## src/common/uartPkg.sv

```systemverilog
package uartPkg;

  //////////////////////////////////////////////////////////////////////
  // Widths
  //////////////////////////////////////////////////////////////////////

  localparam int busWidth  = 16;  // Processor bus data width
  localparam int byteWidth = 8;   // Serial payload width
  localparam int addrWidth = 2;   // Four registers

  typedef logic [busWidth-1:0]  busWord_t;
  typedef logic [byteWidth-1:0] uartByte_t;
  typedef logic [addrWidth-1:0] busAddr_t;

  //////////////////////////////////////////////////////////////////////
  // Register map
  //////////////////////////////////////////////////////////////////////

  localparam busAddr_t regBrg = 2'd0;  // Baud divisor
  localparam busAddr_t regCtl = 2'd1;  // Control and status
  localparam busAddr_t regTxr = 2'd2;  // Transmit byte
  localparam busAddr_t regRxr = 2'd3;  // Receive byte

  // Control register bit positions
  localparam int ctlEnable   = 0;  // Only writable bit
  localparam int ctlTxBusy   = 4;  // Frame in flight
  localparam int ctlRxFull   = 5;  // Byte waiting
  localparam int ctlFrameErr = 6;  // Sticky
  localparam int ctlOverrun  = 7;  // Sticky

  //////////////////////////////////////////////////////////////////////
  // Frame format
  //////////////////////////////////////////////////////////////////////

  // 8N1 frame
  // start + 8 data + stop
  localparam int frameBits   = 10;
  localparam int bitCntWidth = $clog2(frameBits);  // Bit index counter

endpackage
```

## src/common/rxStreamIf.sv

```systemverilog
// Received byte path from receiver to register block
// Byte moves on an edge with valid and ready both high
interface rxStreamIf;

  logic               valid;     // Holding register occupied
  logic               ready;     // Receive register empty
  uartPkg::uartByte_t data;      // Received byte
  logic               frameErr;  // Stop bit was low

  modport driver (
    output valid,
    output data,
    output frameErr,
    input  ready
  );

  modport sink (
    input  valid,
    input  data,
    input  frameErr,
    output ready
  );

endinterface

```

## src/source/uartTop.sv

```systemverilog
module uartTop (
  input  logic              clk,
  input  logic              rst,
  input  logic              busEn,
  input  logic              busWr,
  input  uartPkg::busAddr_t busAddr,
  input  uartPkg::busWord_t busWrData,
  output uartPkg::busWord_t busRdData,
  input  logic              rxIn,
  output logic              txOut,
  output logic              txInt,
  output logic              rxInt
);

  uartPkg::busWord_t  divisor;    // Shared bit period
  logic               enable;
  logic               txValid;
  uartPkg::uartByte_t txData;
  logic               txReady;
  logic               txDone;
  logic               rxOverrun;

  rxStreamIf rxLink ();  // Receiver to register block

  uartRegs regs (
    .clk       (clk),
    .rst       (rst),
    .busEn     (busEn),
    .busWr     (busWr),
    .busAddr   (busAddr),
    .busWrData (busWrData),
    .busRdData (busRdData),
    .divisor   (divisor),
    .enable    (enable),
    .txValid   (txValid),
    .txData    (txData),
    .txReady   (txReady),
    .txDone    (txDone),
    .rx        (rxLink.sink),
    .rxOverrun (rxOverrun),
    .txInt     (txInt),
    .rxInt     (rxInt)
  );

  uartTx tx (
    .clk     (clk),
    .rst     (rst),
    .enable  (enable),
    .divisor (divisor),
    .txValid (txValid),
    .txData  (txData),
    .txReady (txReady),
    .txDone  (txDone),
    .txOut   (txOut)
  );

  uartRx rx (
    .clk       (clk),
    .rst       (rst),
    .enable    (enable),
    .divisor   (divisor),
    .rxIn      (rxIn),
    .rx        (rxLink.driver),
    .rxOverrun (rxOverrun)
  );

endmodule

```

## src/uart/uartRx.sv

```systemverilog
module uartRx (
  input  logic              clk,
  input  logic              rst,
  input  logic              enable,
  input  uartPkg::busWord_t divisor,
  input  logic              rxIn,
  rxStreamIf.driver         rx,
  output logic              rxOverrun
);

  logic                            sync1;      // First synchronizer stage
  logic                            sync2;      // Synchronized line
  logic                            syncPrev;   // For edge detect
  logic                            active;     // Frame being sampled
  uartPkg::busWord_t               baudCnt;
  uartPkg::busWord_t               baudLimit;  // Half period before start sample
  logic [uartPkg::bitCntWidth-1:0] bitCnt;     // Samples taken
  uartPkg::uartByte_t              shiftReg;   // Data bits, LSB first
  logic                            stopOk;     // Stop bit level
  logic                            frameDone;  // Cycle after stop sample
  logic                            startEdge;
  logic                            sampleNow;
  logic                            lastBit;
  logic                            holdBlocked;  // Holding byte not taken

  //////////////////////////////////////////////////////////////////////
  // Synchronizer and edge detect
  //////////////////////////////////////////////////////////////////////

  always_ff @(posedge clk) begin
    if (rst) begin
      sync1    <= 1'b1;  // Idle line is high
      sync2    <= 1'b1;
      syncPrev <= 1'b1;
    end else begin
      sync1    <= rxIn;
      sync2    <= sync1;
      syncPrev <= sync2;
    end
  end

  assign startEdge   = syncPrev & ~sync2;
  assign baudLimit   = (bitCnt == '0) ? (divisor >> 1) : divisor;  // Mid-bit
  assign sampleNow   = active & (baudCnt == baudLimit);
  assign lastBit     = (bitCnt == uartPkg::bitCntWidth'(uartPkg::frameBits - 1));
  assign holdBlocked = rx.valid & ~rx.ready;

  //////////////////////////////////////////////////////////////////////
  // Sampling FSM
  //////////////////////////////////////////////////////////////////////

  always_ff @(posedge clk) begin
    if (rst || !enable) begin
      active    <= 1'b0;
      baudCnt   <= '0;
      bitCnt    <= '0;
      frameDone <= 1'b0;
    end else begin
      frameDone <= 1'b0;
      if (!active) begin
        if (startEdge) begin
          active  <= 1'b1;
          baudCnt <= '0;
          bitCnt  <= '0;
        end
      end else if (sampleNow) begin
        baudCnt <= '0;
        bitCnt  <= bitCnt + 1'b1;
        if (bitCnt == '0 && sync2) begin
          active <= 1'b0;  // Glitch, not a start bit
        end else if (lastBit) begin
          active    <= 1'b0;
          frameDone <= 1'b1;
        end
      end else begin
        baudCnt <= baudCnt + 1'b1;
      end
    end
  end

  // Payload capture
  always_ff @(posedge clk) begin
    if (sampleNow) begin
      if (lastBit) stopOk <= sync2;
      else if (bitCnt != '0) shiftReg <= {sync2, shiftReg[uartPkg::byteWidth-1:1]};
    end
  end

  //////////////////////////////////////////////////////////////////////
  // Holding register
  //////////////////////////////////////////////////////////////////////

  always_ff @(posedge clk) begin
    if (rst || !enable) begin
      rx.valid  <= 1'b0;
      rxOverrun <= 1'b0;
    end else begin
      rxOverrun <= 1'b0;
      if (frameDone && holdBlocked) rxOverrun <= 1'b1;  // New frame dropped
      else if (frameDone) rx.valid <= 1'b1;
      else if (rx.ready) rx.valid <= 1'b0;              // Taken by register block
    end
  end

  always_ff @(posedge clk) begin
    if (frameDone && !holdBlocked) begin
      rx.data     <= shiftReg;
      rx.frameErr <= ~stopOk;
    end
  end

  // Offered byte must not change before it is taken
  assert property (@(posedge clk) disable iff (rst)
    (rx.valid && !rx.ready) |=> $stable(rx.data));

endmodule

```

## src/uart/uartTx.sv

```systemverilog
module uartTx (
  input  logic               clk,
  input  logic               rst,
  input  logic               enable,
  input  uartPkg::busWord_t  divisor,
  input  logic               txValid,
  input  uartPkg::uartByte_t txData,
  output logic               txReady,
  output logic               txDone,
  output logic               txOut
);

  logic                             busy;       // Frame in flight
  logic                             stopEnd;    // Last cycle of stop bit passed
  uartPkg::busWord_t                baudCnt;    // Clocks within current bit
  logic [uartPkg::bitCntWidth-1:0]  bitCnt;     // Bits completed
  logic [uartPkg::frameBits-1:0]    shiftReg;   // Frame, LSB goes out first
  logic                             baudMatch;  // End of bit period
  logic                             lastBit;
  logic                             loadFrame;

  assign txReady   = enable & ~busy;
  assign loadFrame = txValid & txReady;
  assign baudMatch = busy & ~stopEnd & (baudCnt == divisor);
  assign lastBit   = (bitCnt == uartPkg::bitCntWidth'(uartPkg::frameBits - 1));

  //////////////////////////////////////////////////////////////////////
  // Control FSM and counters
  //////////////////////////////////////////////////////////////////////

  always_ff @(posedge clk) begin
    if (rst || !enable) begin  // Disable aborts any frame
      busy    <= 1'b0;
      stopEnd <= 1'b0;
      baudCnt <= '0;
      bitCnt  <= '0;
      txDone  <= 1'b0;
      txOut   <= 1'b1;  // Idle line
    end else begin
      txDone <= stopEnd;                       // Pulse after stop bit ends
      txOut  <= busy ? shiftReg[0] : 1'b1;     // One clock behind the shifter
      if (loadFrame) begin
        busy    <= 1'b1;
        baudCnt <= '0;
        bitCnt  <= '0;
      end else if (stopEnd) begin
        // Stop bit has fully left txOut
        busy    <= 1'b0;
        stopEnd <= 1'b0;
      end else if (baudMatch) begin
        baudCnt <= '0;
        bitCnt  <= bitCnt + 1'b1;
        if (lastBit) stopEnd <= 1'b1;
      end else if (busy) begin
        baudCnt <= baudCnt + 1'b1;
      end
    end
  end

  //////////////////////////////////////////////////////////////////////
  // Shift register
  //////////////////////////////////////////////////////////////////////

  // Stop bit in MSB, start bit in LSB
  always_ff @(posedge clk) begin
    if (loadFrame) shiftReg <= {1'b1, txData, 1'b0};
    else if (baudMatch) shiftReg <= {1'b1, shiftReg[uartPkg::frameBits-1:1]};  // Fill with idle
  end

  // Line never drops outside a frame
  assert property (@(posedge clk) disable iff (rst) !busy |-> txOut);

endmodule

```

## src/uart/uartRegs.sv

```systemverilog
module uartRegs (
  input  logic               clk,
  input  logic               rst,
  input  logic               busEn,
  input  logic               busWr,
  input  uartPkg::busAddr_t  busAddr,
  input  uartPkg::busWord_t  busWrData,
  output uartPkg::busWord_t  busRdData,
  output uartPkg::busWord_t  divisor,
  output logic               enable,
  output logic               txValid,
  output uartPkg::uartByte_t txData,
  input  logic               txReady,
  input  logic               txDone,
  rxStreamIf.sink            rx,
  input  logic               rxOverrun,
  output logic               txInt,
  output logic               rxInt
);

  //////////////////////////////////////////////////////////////////////
  // Bus decode
  //////////////////////////////////////////////////////////////////////

  logic               regWr;         // Bus write cycle
  logic               regRd;         // Bus read cycle
  logic               brgWr;
  logic               ctlWr;
  logic               txrWr;
  logic               rxrRd;         // Read of receive register
  logic               rxAccept;      // Byte handshake from receiver
  uartPkg::uartByte_t txByte;        // Last byte sent
  uartPkg::uartByte_t rxByte;        // Receive register
  logic               rxFull;
  logic               frameErrFlag;
  logic               overrunFlag;
  uartPkg::busWord_t  ctlView;       // Software view of control
  uartPkg::busWord_t  txrView;
  uartPkg::busWord_t  rxrView;

  assign regWr = busEn & busWr;
  assign regRd = busEn & ~busWr;
  assign brgWr = regWr && (busAddr == uartPkg::regBrg);
  assign ctlWr = regWr && (busAddr == uartPkg::regCtl);
  assign txrWr = regWr && (busAddr == uartPkg::regTxr);
  assign rxrRd = regRd && (busAddr == uartPkg::regRxr);

  //////////////////////////////////////////////////////////////////////
  // Divisor and enable
  //////////////////////////////////////////////////////////////////////

  always_ff @(posedge clk) begin
    if (rst) begin
      divisor <= '0;
      enable  <= 1'b0;
    end else begin
      if (brgWr) divisor <= busWrData;
      if (ctlWr) enable <= busWrData[uartPkg::ctlEnable];  // Status bits ignored on write
    end
  end

  //////////////////////////////////////////////////////////////////////
  // Transmit request
  //////////////////////////////////////////////////////////////////////

  // Write while busy or disabled is dropped
  assign txValid = txrWr & txReady;
  assign txData  = busWrData[uartPkg::byteWidth-1:0];
  assign txInt   = txDone;  // One-cycle pulse straight from transmitter

  // Readback copy of the byte in flight
  always_ff @(posedge clk) begin
    if (txValid) txByte <= txData;
  end

  //////////////////////////////////////////////////////////////////////
  // Receive register and status
  //////////////////////////////////////////////////////////////////////

  assign rx.ready = ~rxFull;
  assign rxAccept = rx.valid & rx.ready;
  assign rxInt    = rxFull;  // Level until software reads

  always_ff @(posedge clk) begin
    if (rst) begin
      rxFull       <= 1'b0;
      frameErrFlag <= 1'b0;
      overrunFlag  <= 1'b0;
    end else begin
      if (rxAccept) rxFull <= 1'b1;
      else if (rxrRd && rxFull) rxFull <= 1'b0;  // Read pops the byte
      // Control write clears sticky flags
      // A new event in the same cycle wins
      if (ctlWr) begin
        frameErrFlag <= 1'b0;
        overrunFlag  <= 1'b0;
      end
      if (rxAccept && rx.frameErr) frameErrFlag <= 1'b1;
      if (rxOverrun) overrunFlag <= 1'b1;
    end
  end

  always_ff @(posedge clk) begin
    if (rxAccept) rxByte <= rx.data;
  end

  //////////////////////////////////////////////////////////////////////
  // Read mux
  //////////////////////////////////////////////////////////////////////

  always_comb begin
    ctlView = '0;
    ctlView[uartPkg::ctlEnable]   = enable;
    ctlView[uartPkg::ctlTxBusy]   = enable & ~txReady;  // Idle while disabled
    ctlView[uartPkg::ctlRxFull]   = rxFull;
    ctlView[uartPkg::ctlFrameErr] = frameErrFlag;
    ctlView[uartPkg::ctlOverrun]  = overrunFlag;
  end

  assign txrView = {{(uartPkg::busWidth - uartPkg::byteWidth){1'b0}}, txByte};
  // Empty register reads as zero
  assign rxrView = rxFull ? {{(uartPkg::busWidth - uartPkg::byteWidth){1'b0}}, rxByte} : '0;

  always_comb begin
    busRdData = '0;  // Bus idle or write
    if (regRd) begin
      case (busAddr)
        uartPkg::regBrg: busRdData = divisor;
        uartPkg::regCtl: busRdData = ctlView;
        uartPkg::regTxr: busRdData = txrView;
        uartPkg::regRxr: busRdData = rxrView;
        default:         busRdData = '0;
      endcase
    end
  end

  //////////////////////////////////////////////////////////////////////
  // Checks
  //////////////////////////////////////////////////////////////////////

  // Transmitter turns busy the cycle after a request
  assert property (@(posedge clk) disable iff (rst)
    txValid |=> !txReady);

  // Empty read with no byte arriving leaves the register empty
  assert property (@(posedge clk) disable iff (rst)
    (rxrRd && !rxFull && !rx.valid) |=> !rxFull);

endmodule

```

## config.mk

```make
export PLATFORM = sky130hd
export DESIGN_NAME = uartTop
export DESIGN_NICKNAME = d
export VERILOG_FILES = /design/src/common/uartPkg.sv /design/src/common/rxStreamIf.sv /design/src/source/uartTop.sv /design/src/uart/uartRx.sv /design/src/uart/uartTx.sv /design/src/uart/uartRegs.sv
export SDC_FILE = /design/constraint.sdc
export NUM_CORES = 1
export LEC_CHECK = 0
export BUFFER_PORTS_ARGS = -buffer_cell sky130_fd_sc_hd__buf_2
export CAP_MARGIN = 25
export CORE_ASPECT_RATIO = 1.1
export CORE_MARGIN = 2
export CORE_UTILIZATION = 50
export CTS_CLUSTER_DIAMETER = 200
export DETAILED_ROUTE_END_ITERATION = 12
export PLACE_DENSITY = 0.72
export SYNTH_ARGS = -nofsm -noshare
export SYNTH_HDL_FRONTEND = slang
export SYNTH_SLANG_ARGS = --single-unit
```

## constraint.sdc

```tcl
create_clock -name clk -period 3.7 [get_ports clk]
set_input_delay 0.37 -clock clk [delete_from_list [all_inputs] [get_ports clk]]
set_output_delay 0.37 -clock clk [all_outputs]
set_load 0.05 [all_outputs]
```

==> results.cfg <==
[setup_path]
cp_data_required_time_ns = 3.77
worstPathArrival_ns = 3.39
endpoint_kind = register
worstSetupStartpointType = register
worstSetupPathType = register to register
worstPathMaxFanout = 11

[drt]
first_iter_violations = 276
vias_per_cell = 5.712
firstDrtPassIters = 5
drt-total-wl_mm = 12.99
ant_nets = 0
wire_per_inst_um = 17.10
vias = 4341
drc = 0

[floorplan]
ioPinCount = 42
die_x_um = 103.7
dieHeight_um = 113.6
rows = 40
core_area_um2 = 10810
initial_core_util = 0.5054
fp.dieArea_um2 = 11780

[pwr]
powerDensity_nw_per_um2 = 490.9
leakage_nw = 2.426
ir_drop_uv = 309.8

[synthesis]
synth_seq_cells = 114
synth-xor-area-share = 0.06572
synthAdderAreaFrac = 0.01603
syn_nets = 597
yosysTopAreaCellShare = 0.2638
synth_top_family_by_area = simple AND/OR/NAND/NOR gates
synth_compound_area_frac = 0.1424
synth_edf_count = 42
syn_area_um2 = 5464
synth_area_leader_cell = dfxtp_1
ys_warn_count = 0
synthCells = 567
yosys.area_share.simple = 0.2242
synth_cell_types = 60
synthTopCellsByArea = dfxtp_1 26%, edfxtp_1 23%, nand2_1 4.6%
synth.yosys.seq_area_share = 0.4946
synth_flop_cell = dfxtp_1
synthArstFlopShare = 0
synth.top_cells.by_count = 72 x dfxtp_1, 67 x nand2_1, 47 x nor2_1
syn_avg_cell_area_um2 = 9.637
yosysMostFrequentCell = dfxtp_1
muxShareOfSynthArea = 0.01466

[layout]
utilization = 0.5899
postLayoutCellArea_um2 = 6377
antenna_cells = 0
area_growth_pct = 16.72
layout.nets = 630
drive_above_1_share = 0.1485
stdcell_count = 760

[hold_path]
hp-class = input pin to register

[sta]
maxSlewHeadroom = 0.3297
rsz0062_at_grt = false
skew_ns = 0.01015
hold_viol = 0
setup_viol = 0
drv_slew = 0
layout_setup_ws_ns = 0.3794
tns_ns = 0
max_freq_mhz = 301.2
fin_crit_ns = 3.321
period_share = 0.8975
worstMarginPinSlew_ns = 1.000

[flow_run]
cap_violations = 0

[global_route]
grt_remaining_overflow = 0
grtUsageTotal = 0.2305
antenna_found_initial = 0
grt_pass1_vias = 4195
grt_pass1_wl_mm = 21.33
grt_max_degree = 32

[cts]
htreeDepth = 4
cts-resized-gates = 0
cts_tree = built
ctsHoldBuffers = 0
clock_latency_ns = 0.42
cts_buffers = 17
post_cts_buffers = 0
cts.sinks = 114
cts_buffer_depth = 2
path_clk_slew_ns = 0.05
root_buffer = clkbuf_16

[place]
dp_slack_ns = 0.3787
dp_hpwl_mm = 8.988
gp_congestion = 0.8961
dpl_cell_area_um2 = 5761
placed_cells = 728
portBuffers = 41

[status]
status = finished clean
-- through the flow --
step / total power, mW / hold slack [ns]
final: 3.131 / 0.1407
after global routing: 3.221 / 0.1319
after CTS: 3.145 / 0.1359
after detailed placement: 1.459 / 0.3948
after global placement: 1.456 / 0.3974
after floorplan: 1.419 / 0.3895
-- sequential cells by signal, indices dropped and copies added (netlist names), 4 cells and up --
name	flops
regs.divisor	16
regs.rxByte	8
regs.txByte	8
rx.baudCnt	16
rx.bitCnt	4
rx.rx.data	8
rx.shiftReg	8
tx.baudCnt	16
tx.bitCnt	4
tx.shiftReg	9
-- cells by family after synthesis --
kind of cell	count (synthesis)
simple gates	235
fa+ha+maj	7
mux	8
buf+inv	52
compound gates	110
flops	114
xor+xnor	41
-- worst paths after layout --
path / from / endpoint / slack [ns] / depth (start not counted)
worst max-delay path: rx.bitCnt[0]$_SDFFE_PP0P_ / rx.shiftReg[6]$_DFFE_PP_ / 0.38 / 8
worst min-delay path: rxIn / rx.sync1$_SDFF_PP1_ / 0.14 / 2
worst max register to register: rx.bitCnt[0]$_SDFFE_PP0P_ / rx.shiftReg[6]$_DFFE_PP_ / 0.38 / 8
worst min register to register: rx.sync1$_SDFF_PP1_ / rx.sync2$_SDFF_PP1_ / 0.41 / 1
-- cells in the final DEF, fill, tap and decap left out, types with 7 or more instances in the layout --
cell       netlist  routed
edfxtp_1        42      42
xor2_1          28      28
o31ai_1         10      10
mux2i_1          8       8
a211oi_1         8       8
a21o_1           9       9
nand4_1          9       9
nor4_1          13      11
buf_2            2      41
nand3_1         17      17
xnor2_1         13      13
clkbuf_16        0      17
a21oi_1         27      27
a22o_1          11      11
dfxtp_1         72      72
nor2b_1         10      10
nand2_1         67      67
inv_1           21      21
and3_1           7       7
ha_1             7       7
o21ai_0         11      11
and2_1          11      11
nor2_1          47      47
nand2b_1        16      16
nor3_1           9       8
-- layout make-up --
type,count,area [um^2]
clock buffer,18,429.2
clock inverter,14,187.7
fill,941,4433
inverter,21,78.83
multi-input combinational,401,2547
sequential,114,2703
tap,147,183.9
timing repair buffer,45,247.7
-- critical path, stage by stage, from the launching register on --
cell,delay [ns]
dfxtp_1,0.35
inv_1,0.09
ha_1,0.21
nor3b_2,0.64
mux2i_1,0.16
a22o_1,0.26
a2111o_1,0.43
nor4b_4,0.37
o2111a_1,0.47
-- metal layers --
layer,global-route usage,vias up,routed length (um)
li1,-,2100,-
met1,0.2884,2053,5493
met2,0.3881,169,6395
met3,0.06171,19,941
met4,0.08198,0,162
met5,0,-,0
-- where the power goes --
| part | internal [mW] | switching, mW | leakage [nW] | total (mW) |
|---|---|---|---|---|
| registers | 1.30 | 0.0102 | 0.960 | 1.31 |
| logic | 0.0444 | 0.0794 | 1.17 | 0.124 |
| clock network | 1.12 | 0.575 | 0.292 | 1.70 |
| total | 2.47 | 0.665 | 2.43 | 3.13 |
(Power assumes the default switching activity.)
